==> src/rtl/i2c_pkg.sv <==
package i2c_pkg;

    // drive levels of the open-drain pair, 1 means released
    typedef struct packed {
        logic sda;
        logic scl;
    } t_line;

    localparam t_line LINE_RELEASED = '{sda: 1'b1, scl: 1'b1};

    // shared by both generators so their state reads alike in waveforms
    typedef enum logic [2:0] {
        PH_IDLE     = 3'd0,
        PH_WAIT     = 3'd1,
        PH_SDA_LOW  = 3'd2,
        PH_SCL_HIGH = 3'd3,
        PH_SDA_HIGH = 3'd4,
        PH_DONE     = 3'd5
    } t_gen_phase;

    // clock cycles in a quarter of the i2c bit period
    function automatic int quarter_cycles(input int clk_freq, input int i2c_freq);
        int q;
        q = clk_freq / (4 * i2c_freq);
        return (q < 1) ? 1 : q;
    endfunction

endpackage

==> src/rtl/i2c_cond_if.sv <==
`timescale 1ns/1ps

interface i2c_cond_if;
    import i2c_pkg::*;

    logic  req;
    logic  grant;
    logic  ready;
    logic  done;
    logic  busy;
    t_line drive;

    modport gen (
        input  req,
        input  grant,
        output ready,
        output done,
        output busy,
        output drive
    );

    modport arb (
        input  ready,
        input  busy,
        input  drive,
        output grant
    );

endinterface

==> src/rtl/i2c_start_gen.sv <==
`timescale 1ns/1ps

module i2c_start_gen #(
    parameter int CLK_FREQ = 4_000_000,
    parameter int I2C_FREQ = 100_000
) (
    input  logic       i_clk,
    input  logic       i_rst,
    input  logic       i_sda,
    input  logic       i_scl,
    i2c_cond_if.gen    bus
);
    import i2c_pkg::*;

    localparam int Q     = quarter_cycles(CLK_FREQ, I2C_FREQ);
    localparam int CNT_W = $clog2(Q + 1);

    t_gen_phase       phase;
    t_gen_phase       phase_ret;
    t_line            drive_q;
    logic [CNT_W-1:0] cnt;
    logic             accept;

    // only start on a free bus, both lines high
    assign bus.ready = (phase == PH_IDLE) && i_sda && i_scl;
    assign bus.done  = (phase == PH_DONE);
    assign bus.busy  = (phase != PH_IDLE);
    assign bus.drive = drive_q;

    assign accept = bus.req && bus.ready && bus.grant;

    always_ff @(posedge i_clk) begin
        if (i_rst) begin
            phase     <= PH_IDLE;
            phase_ret <= PH_IDLE;
            drive_q   <= LINE_RELEASED;
            cnt       <= '0;
        end else begin
            case (phase)
                PH_IDLE: begin
                    drive_q <= LINE_RELEASED;
                    if (accept) begin
                        phase <= PH_SDA_LOW;
                    end
                end
                PH_SDA_LOW: begin
                    // sda falls while scl is still released
                    drive_q.sda <= 1'b0;
                    cnt         <= CNT_W'(Q);
                    phase_ret   <= PH_SCL_HIGH;
                    phase       <= PH_WAIT;
                end
                PH_SCL_HIGH: begin
                    // end of start hold time, take the clock low
                    drive_q.scl <= 1'b0;
                    cnt         <= CNT_W'(Q);
                    phase_ret   <= PH_DONE;
                    phase       <= PH_WAIT;
                end
                PH_WAIT: begin
                    if (cnt == '0) begin
                        phase <= phase_ret;
                    end else begin
                        cnt <= cnt - 1'b1;
                    end
                end
                PH_DONE: begin
                    phase <= PH_IDLE;
                end
                default: begin
                    phase <= PH_IDLE;
                end
            endcase
        end
    end

endmodule

==> src/rtl/i2c_stop_gen.sv <==
`timescale 1ns/1ps

module i2c_stop_gen #(
    parameter int CLK_FREQ = 4_000_000,
    parameter int I2C_FREQ = 100_000
) (
    input  logic       i_clk,
    input  logic       i_rst,
    input  logic       i_sda,
    input  logic       i_scl,
    i2c_cond_if.gen    bus
);
    import i2c_pkg::*;

    localparam int Q     = quarter_cycles(CLK_FREQ, I2C_FREQ);
    localparam int CNT_W = $clog2(Q + 1);

    t_gen_phase       phase;
    t_gen_phase       phase_ret;
    t_line            drive_q;
    logic [CNT_W-1:0] cnt;
    logic             accept;

    // a stop only makes sense once the clock is low
    assign bus.ready = (phase == PH_IDLE) && !i_scl;
    assign bus.done  = (phase == PH_DONE);
    assign bus.busy  = (phase != PH_IDLE);
    assign bus.drive = drive_q;

    assign accept = bus.req && bus.ready && bus.grant;

    always_ff @(posedge i_clk) begin
        if (i_rst) begin
            phase     <= PH_IDLE;
            phase_ret <= PH_IDLE;
            drive_q   <= LINE_RELEASED;
            cnt       <= '0;
        end else begin
            case (phase)
                PH_IDLE: begin
                    // follow the line so taking over causes no glitch
                    drive_q.sda <= i_sda;
                    drive_q.scl <= i_scl;
                    if (accept) begin
                        drive_q.scl <= 1'b0;
                        phase       <= PH_SDA_LOW;
                    end
                end
                PH_SDA_LOW: begin
                    drive_q.sda <= 1'b0;
                    cnt         <= CNT_W'(Q);
                    phase_ret   <= PH_SCL_HIGH;
                    phase       <= PH_WAIT;
                end
                PH_SCL_HIGH: begin
                    // release scl and re-wait while a slave stretches it
                    drive_q.scl <= 1'b1;
                    cnt         <= CNT_W'(Q);
                    phase_ret   <= PH_SCL_HIGH;
                    phase       <= i_scl ? PH_SDA_HIGH : PH_WAIT;
                end
                PH_SDA_HIGH: begin
                    // sda rises with scl high, this is the stop itself
                    drive_q.sda <= 1'b1;
                    cnt         <= CNT_W'(Q);
                    phase_ret   <= PH_DONE;
                    phase       <= PH_WAIT;
                end
                PH_WAIT: begin
                    if (cnt == '0) begin
                        phase <= phase_ret;
                    end else begin
                        cnt <= cnt - 1'b1;
                    end
                end
                PH_DONE: begin
                    phase <= PH_IDLE;
                end
                default: begin
                    phase <= PH_IDLE;
                end
            endcase
        end
    end

endmodule

==> src/rtl/i2c_line_arbiter.sv <==
`timescale 1ns/1ps

module i2c_line_arbiter (
    input  logic       i_clk,
    input  logic       i_rst,
    i2c_cond_if.arb    start_bus,
    i2c_cond_if.arb    stop_bus,
    output logic       o_sda_drive,
    output logic       o_scl_drive
);
    import i2c_pkg::*;

    t_line last_q;
    t_line sel;

    // start has priority, a ready start keeps the stop from being granted
    assign start_bus.grant = !stop_bus.busy;
    assign stop_bus.grant  = !start_bus.busy && !start_bus.ready;

    always_comb begin
        if (start_bus.busy) begin
            sel = start_bus.drive;
        end else if (stop_bus.busy) begin
            sel = stop_bus.drive;
        end else begin
            // nobody owns the bus, keep the line where it was left
            sel = last_q;
        end
    end

    always_ff @(posedge i_clk) begin
        if (i_rst) begin
            last_q <= LINE_RELEASED;
        end else if (start_bus.busy || stop_bus.busy) begin
            last_q <= sel;
        end
    end

    assign o_sda_drive = sel.sda;
    assign o_scl_drive = sel.scl;

endmodule

==> src/rtl/i2c_cond_top.sv <==
`timescale 1ns/1ps

module i2c_cond_top #(
    parameter int CLK_FREQ = 4_000_000,
    parameter int I2C_FREQ = 100_000
) (
    input  logic i_clk,
    input  logic i_rst,

    input  logic i_start_req,
    input  logic i_stop_req,

    // sampled bus lines
    input  logic i_sda,
    input  logic i_scl,

    output logic o_start_ready,
    output logic o_start_done,
    output logic o_stop_ready,
    output logic o_stop_done,

    // drive levels, 1 means released
    output logic o_sda_drive,
    output logic o_scl_drive
);

    i2c_cond_if start_if ();
    i2c_cond_if stop_if ();

    assign start_if.req  = i_start_req;
    assign stop_if.req   = i_stop_req;

    assign o_start_ready = start_if.ready;
    assign o_start_done  = start_if.done;
    assign o_stop_ready  = stop_if.ready;
    assign o_stop_done   = stop_if.done;

    i2c_start_gen #(
        .CLK_FREQ (CLK_FREQ),
        .I2C_FREQ (I2C_FREQ)
    ) u_start_gen (
        .i_clk (i_clk),
        .i_rst (i_rst),
        .i_sda (i_sda),
        .i_scl (i_scl),
        .bus   (start_if.gen)
    );

    i2c_stop_gen #(
        .CLK_FREQ (CLK_FREQ),
        .I2C_FREQ (I2C_FREQ)
    ) u_stop_gen (
        .i_clk (i_clk),
        .i_rst (i_rst),
        .i_sda (i_sda),
        .i_scl (i_scl),
        .bus   (stop_if.gen)
    );

    i2c_line_arbiter u_arbiter (
        .i_clk       (i_clk),
        .i_rst       (i_rst),
        .start_bus   (start_if.arb),
        .stop_bus    (stop_if.arb),
        .o_sda_drive (o_sda_drive),
        .o_scl_drive (o_scl_drive)
    );

endmodule

==> config.mk <==
export PLATFORM = sky130hd
export DESIGN_NAME = i2c_cond_top
export DESIGN_NICKNAME = d
export VERILOG_FILES = /design/src/rtl/i2c_pkg.sv /design/src/rtl/i2c_cond_if.sv /design/src/rtl/i2c_start_gen.sv /design/src/rtl/i2c_stop_gen.sv /design/src/rtl/i2c_line_arbiter.sv /design/src/rtl/i2c_cond_top.sv
export SDC_FILE = /design/constraint.sdc
export NUM_CORES = 1
export LEC_CHECK = 0
export BUFFER_PORTS_ARGS = -buffer_cell sky130_fd_sc_hd__clkbuf_2
export CORE_MARGIN = 2
export CORE_UTILIZATION = 40
export CTS_CLUSTER_SIZE = 28
export DETAILED_ROUTE_END_ITERATION = 16
export PLACE_DENSITY_LB_ADDON = 0.25
export SETUP_SLACK_MARGIN = 0.15
export SLEW_MARGIN = 30
export SYNTH_ARGS = -nofsm -noshare
export SYNTH_HDL_FRONTEND = slang
export SYNTH_SLANG_ARGS = --single-unit
==> constraint.sdc <==
create_clock -name i_clk -period 5.18 [get_ports i_clk]
set_input_delay 1.036 -clock i_clk [delete_from_list [all_inputs] [get_ports i_clk]]
set_output_delay 1.036 -clock i_clk [all_outputs]
set_load 0.1 [all_outputs]
==> results of run 1 <==
## worst min-delay path by stage
stage / start / end / cells after the start
after floorplan: u_stop_gen.phase_ret[0] / u_stop_gen.phase_ret[0] / 2
after global placement: u_stop_gen.phase_ret[0] / u_stop_gen.phase_ret[0] / 2
after detailed placement: u_start_gen.phase_ret[2] / u_start_gen.phase_ret[2] / 2
after CTS: u_start_gen.phase_ret[2] / u_start_gen.phase_ret[2] / 2
after global routing: u_start_gen.phase_ret[2] / u_start_gen.phase_ret[2] / 2
final: u_start_gen.phase_ret[2] / u_start_gen.phase_ret[2] / 2
## tightest hold or removal path: cells and delay by family (launching register included)
family,cells,cell delay (ns)
compound gates,1,0.05
simple gates,1,0.05
flops,1,0.34
## cell type report
class	instances	area, um^2	share of cell area
multi-input combinational	110	714	0.497
sequential	26	520	0.362
timing repair buffer	11	55.1	0.0383
tap	44	55.1	0.0383
inverter	11	41.3	0.0287
clock inverter	1	30.0	0.0209
clock buffer	3	22.5	0.0157
## sequential cells by signal, summed over array words and instances (netlist names)
| name | count |
|---|---|
| u_arbiter.last_q | 2 |
| u_start_gen.bus.drive | 2 |
| u_start_gen.cnt | 4 |
| u_start_gen.phase | 3 |
| u_start_gen.phase_ret | 3 |
| u_stop_gen.bus.drive | 2 |
| u_stop_gen.cnt | 4 |
| u_stop_gen.phase | 3 |
| u_stop_gen.phase_ret | 3 |
## routing by layer
metal / GRT usage / up-vias / wire, um
met4: 0.0729 / 0 / 36
met1: 0.242 / 541 / 1400
met5: 0 / - / 0
met2: 0.245 / 21 / 1250
li1: - / 588 / -
met3: 0.0336 / 4 / 107
## power by group
group / leakage, nW / internal, mW / switching (mW)
clock network: 0.0279 / 0.0783 / 0.0631
registers: 0.211 / 0.206 / 0.00718
logic: 0.303 / 0.0165 / 0.0358
## kinds of logic (layout without fill, tap and decap cells)
| group | Yosys count | after routing |
|---|---|---|
| buf+inv | 20 | 26 |
| fa+ha+maj | 2 | 2 |
| compound gates | 44 | 44 |
| simple gates | 60 | 60 |
| mux | 3 | 3 |
| xor+xnor | 1 | 1 |
| flops | 26 | 26 |
## cell usage in the layout (no fill, tap or decap), types with 4 or more instances in the layout
cell	instances
nor3_1	5
a21oi_1	11
inv_1	11
o21ai_0	11
nor2b_1	5
nor2_1	17
dfxtp_1	26
a211oi_1	4
nand2b_1	4
clkbuf_2	11
nand2_1	5
==> impl_metrics.py, run 1 <==
metrics = {
    "critical_path": {
        "critPathMaxStageDelay_ns": 0.59,
        "rr_worst_depth": 5,
        "critPathCaptureType": "output port",
        "critPathLaunchType": "flop",
        "r2r_slack_ns": 3.24,
        "r2r-start": "u_stop_gen.cnt[0]",
        "path_max_fanout": 15,
        "path_delay_family": "simple AND/OR/NAND/NOR gates",
        "critPathBufInv": 1,
        "cp-endpoint": "o_scl_drive",
        "cp_data_arrival_time_ns": 2.26,
        "crit_type": "flop to output port",
        "worstSetupStartpoint": "u_stop_gen.phase[2]",
        "cp_cell_sequence": "nor3_1 > mux2i_1 > a21oi_1 > clkbuf_2",
        "required_ns": 4.14,
        "cpMaxStageDelayCell": "nor3_1",
        "worstReg2RegEnd": "u_stop_gen.cnt[1]",
        "crit_cells": 4,
    },
    "floorplan": {
        "initial_core_util": 0.427,
        "core_area_mm2": 0.00310,
        "dieArea_mm2": 0.00379,
        "num_io_pins": 12,
        "die_w_um": 61.6,
        "num_rows": 20,
        "dieHeight_um": 61.6,
    },
    "timing": {
        "post-route-min-period_ns": 3.29,
        "setup_ws_ns": 1.89,
        "finalMaxSlewViolations": 0,
        "hold_ws_ns": 0.472,
        "setup_tns_ns": 0,
        "relSlewSlack": 0.561,
        "rsz0062_at_grt": "false",
        "setup_viol_count_final": 0,
        "post-route-period-util": 0.635,
        "fin_skew_ns": 0.00532,
        "worst_pin_slew_ns": 0.658,
        "fmaxAchievable_mhz": 304,
        "hold_viol": 0,
    },
    "synthesis": {
        "synth_top_area_frac": 0.392,
        "synth_compound_area_frac": 0.223,
        "synth_top_family_by_area": "simple AND/OR/NAND/NOR gates",
        "synth_mux_area_frac": 0.0236,
        "syn_inst": 156,
        "synthAdderAreaFrac": 0.0189,
        "syn_area_per_cell_um2": 8.50,
        "synth-simple-area-share": 0.267,
        "synth_area_leader_cell": "dfxtp_1",
        "synth-seq-cells": 26,
        "synthArstFlopShare": 0,
        "yosys-top-cells-count": "dfxtp_1, nor2_1, a21oi_1, inv_1, o21ai_0",
        "synth_edf_count": 0,
        "synthDistinctLibCells": 46,
        "post-synth-top-count-cell": "dfxtp_1",
        "yosys-top-cells-area": "dfxtp_1, nor2_1, a21oi_1",
        "yosysWarnings": 0,
        "synth_xor_area_frac": 0.00660,
        "synthFlopType": "dfxtp_1",
        "syn_nets": 164,
        "synth_area_mm2": 0.00133,
        "synth-seq-area-share": 0.392,
    },
    "placed_design": {
        "dp_hpwl_um": 2020,
        "pre_cts_slack_ns": 2.26,
        "place_congestion": 0.757,
        "io_buffer_count": 11,
        "place_area_mm2": 0.00139,
        "placed_cells": 202,
    },
    "drt": {
        "detail-route-antenna-nets": 0,
        "drt-initial-drc-count": 93,
        "drc": 0,
        "first_pass_iters": 4,
        "vias_per_cell": 5.60,
        "avgRoutedWirePerCell_um": 13.6,
        "wl_um": 2790,
        "vias": 1154,
    },
    "clock_network": {
        "numCtsBuffers": 3,
        "cts_tree": "built",
        "cts_resized": 0,
        "postCtsHoldBufs": 0,
        "clock-sinks": 26,
        "cts.path.max_buffers": 2,
        "ctsHtreeMaxLevel": 1,
        "cts_post_setup_buffers_inserted": 0,
        "root_buffer": "clkbuf_4",
        "cts.clk_slew.worst_paths_ns": 0.15,
        "clock_latency_ns": 0.33,
    },
    "finish": {
        "nets": 171,
        "post_layout_nonfiller_instances": 206,
        "drive_gt1_frac": 0.154,
        "final_core_util": 0.464,
        "num_antenna_cells": 0,
        "stdcell_area_mm2": 0.00144,
        "area_delta_synth_final_pct": 8.49,
        "fill_cells": 326,
    },
    "hold_path": {
        "hold_path.class": "flop to flop",
    },
    "pwr": {
        "power_leakage_nw": 0.542,
        "ir_drop_uv": 104,
        "finalPower_mw": 0.407,
        "power_density_mw_per_mm2": 283,
    },
    "grt": {
        "grt_pass1_vias": 1014,
        "grt_pass1_wl_um": 4720,
        "antenna_found_initial": 0,
        "globalRoute.totalOverflow": 0,
        "grt_use_total": 0.169,
        "grt_max_degree": 22,
    },
    "flow_run": {
        "drv_cap": 0,
    },
    "outcome": {
        "status": "completed",
    },
}
Note: power is estimated with default switching activity, not from simulation.
==> run 2, diff against run 1 <==
- clock period: 5.18 -> 2.8 ns (I/O delays scaled with it)
==> impl_metrics.py, run 2 (synthesis results as in run 1) <==
metrics = {
    "outcome": {
        "status": "completed",
    },
    "critical_path": {
        "path_delay_family": "flip-flops",
        "critPathCaptureType": "output port",
        "rr_worst_depth": 5,
        "critPathLaunchType": "flop",
        "crit_type": "flop to output port",
        "cpMaxStageDelayCell": "dfxtp_1",
        "cp-endpoint": "o_scl_drive",
        "worstReg2RegEnd": "u_stop_gen.cnt[1]",
        "crit_cells": 4,
        "critPathBufInv": 1,
        "cp_data_arrival_time_ns": 1.96,
        "r2r-start": "u_stop_gen.cnt[0]",
        "critPathMaxStageDelay_ns": 0.46,
        "worstSetupStartpoint": "u_stop_gen.phase[0]",
        "r2r_slack_ns": 0.86,
        "cp_cell_sequence": "nor3_2 > mux2i_1 > a21oi_2 > clkbuf_2",
        "path_max_fanout": 12,
        "required_ns": 2.24,
    },
    "floorplan": {
        "core_area_mm2": 0.00310,
        "num_io_pins": 12,
        "initial_core_util": 0.427,
        "die_w_um": 61.6,
        "dieArea_mm2": 0.00379,
        "dieHeight_um": 61.6,
        "num_rows": 20,
    },
    "clock_network": {
        "clock-sinks": 26,
        "ctsHtreeMaxLevel": 1,
        "clock_latency_ns": 0.32,
        "root_buffer": "clkbuf_4",
        "postCtsHoldBufs": 0,
        "numCtsBuffers": 3,
        "cts_tree": "built",
        "cts.path.max_buffers": 2,
        "cts.clk_slew.worst_paths_ns": 0.13,
    },
    "timing": {
        "post-route-min-period_ns": 2.52,
        "setup_tns_ns": 0,
        "fin_skew_ns": 0.00196,
        "finalMaxSlewViolations": 0,
        "worst_pin_slew_ns": 0.631,
        "hold_viol": 0,
        "setup_viol_count_final": 0,
        "post-route-period-util": 0.898,
        "rsz0062_at_grt": "false",
        "hold_ws_ns": 0.463,
        "relSlewSlack": 0.579,
        "fmaxAchievable_mhz": 398,
        "setup_ws_ns": 0.284,
    },
    "pwr": {
        "power_leakage_nw": 0.553,
        "power_density_mw_per_mm2": 448,
        "ir_drop_uv": 122,
    },
    "finish": {
        "top_regs": "u_start_gen.cnt (4), u_stop_gen.cnt (4)",
        "nets": 175,
        "mostFrequentLayoutCells": "dfxtp_1, nor2_1, inv_1, o21ai_0, clkbuf_2",
        "drive_gt1_frac": 0.194,
        "multiInputGateArea_um2": 733,
        "final_common_cell": "dfxtp_1",
        "regArea_um2": 520,
        "fill_cells": 320,
        "num_antenna_cells": 0,
        "final_core_util": 0.470,
        "area_delta_synth_final_pct": 9.91,
    },
    "placed_design": {
        "place_congestion": 0.778,
        "pre_cts_slack_ns": 0.444,
        "dp_hpwl_um": 1960,
        "io_buffer_count": 11,
    },
    "grt": {
        "grt_max_degree": 22,
        "globalRoute.totalOverflow": 0,
        "grt_pass1_wl_um": 4820,
        "grt_use_total": 0.169,
        "grt_pass1_vias": 1109,
        "antenna_found_initial": 0,
    },
    "drt": {
        "drt-initial-drc-count": 96,
        "wl_um": 2790,
        "vias": 1154,
        "avgRoutedWirePerCell_um": 13.3,
        "drc": 0,
        "detail-route-antenna-nets": 0,
        "first_pass_iters": 4,
        "vias_per_cell": 5.52,
    },
    "flow_run": {
        "drv_cap": 0,
    },
    "hold_path": {
        "hold_path.class": "flop to flop",
        "holdPathStages": 2,
    },
}
run 2: changes by cell type in the layout (fill, tap and decap cells not counted):
cell,delta
a21oi_1,-2
a21oi_2,+2
buf_4,+4
bufinv_16,-1
nor3_1,-1
nor3_2,+1
nor4_1,-1
nor4_2,+1
run 2: how the worst min path moves through the flow:
stage	to	from	slack (ns)
CTS	u_start_gen.phase_ret[2]	u_start_gen.phase_ret[2]	0.46
floorplan	u_stop_gen.phase_ret[0]	u_stop_gen.phase_ret[0]	0.42
detailed placement	u_start_gen.phase_ret[2]	u_start_gen.phase_ret[2]	0.44
finish	u_start_gen.phase_ret[2]	u_start_gen.phase_ret[2]	0.46
global placement	u_stop_gen.phase_ret[0]	u_stop_gen.phase_ret[0]	0.44
global route	u_stop_gen.phase_ret[0]	u_stop_gen.phase_ret[0]	0.49
run 2: timing repair:
item | 4_1_cts | 5_1_grt
setup buffers | 0 | 0
endpoints found under the setup margin | 2 | 0
resized for setup | 1 | 0
run 2: area by class of cell:
| type | instances | area share |
|---|---|---|
| Sequential cell | 26 | 0.357 |
| Timing Repair Buffer | 15 | 0.0584 |
| Clock buffer | 3 | 0.0155 |
| Tap cell | 44 | 0.0378 |
| Multi-Input combinational cell | 110 | 0.503 |
| Inverter | 11 | 0.0283 |
run 2: worst min-delay path: cells and delay by family (launching register included):
family / cells / cell delay (ns)
flops: 1 / 0.33
simple gates: 1 / 0.05
compound gates: 1 / 0.05
run 2: where the power goes:
part           switching, mW  internal (mW)
registers             0.0102          0.381
logic                 0.0689         0.0332
clock network          0.109         0.0505
run 2: stage by stage:
stage                     cell area (um^2)  cells  total power [mW]
after floorplan                       1340    156             0.479
after global placement                1430    206             0.500
after detailed placement              1430    206             0.501
after CTS                             1460    209             0.663
after global routing                  1460    209             0.683
final                                 1460    209             0.654
run 2: metal layers:
metal	up-vias	wire length (um)	track usage
met5	-	0	0
met4	0	49	0.0729
met3	5	71	0.0252
met2	19	1310	0.280
met1	545	1360	0.217
li1	585	-	-
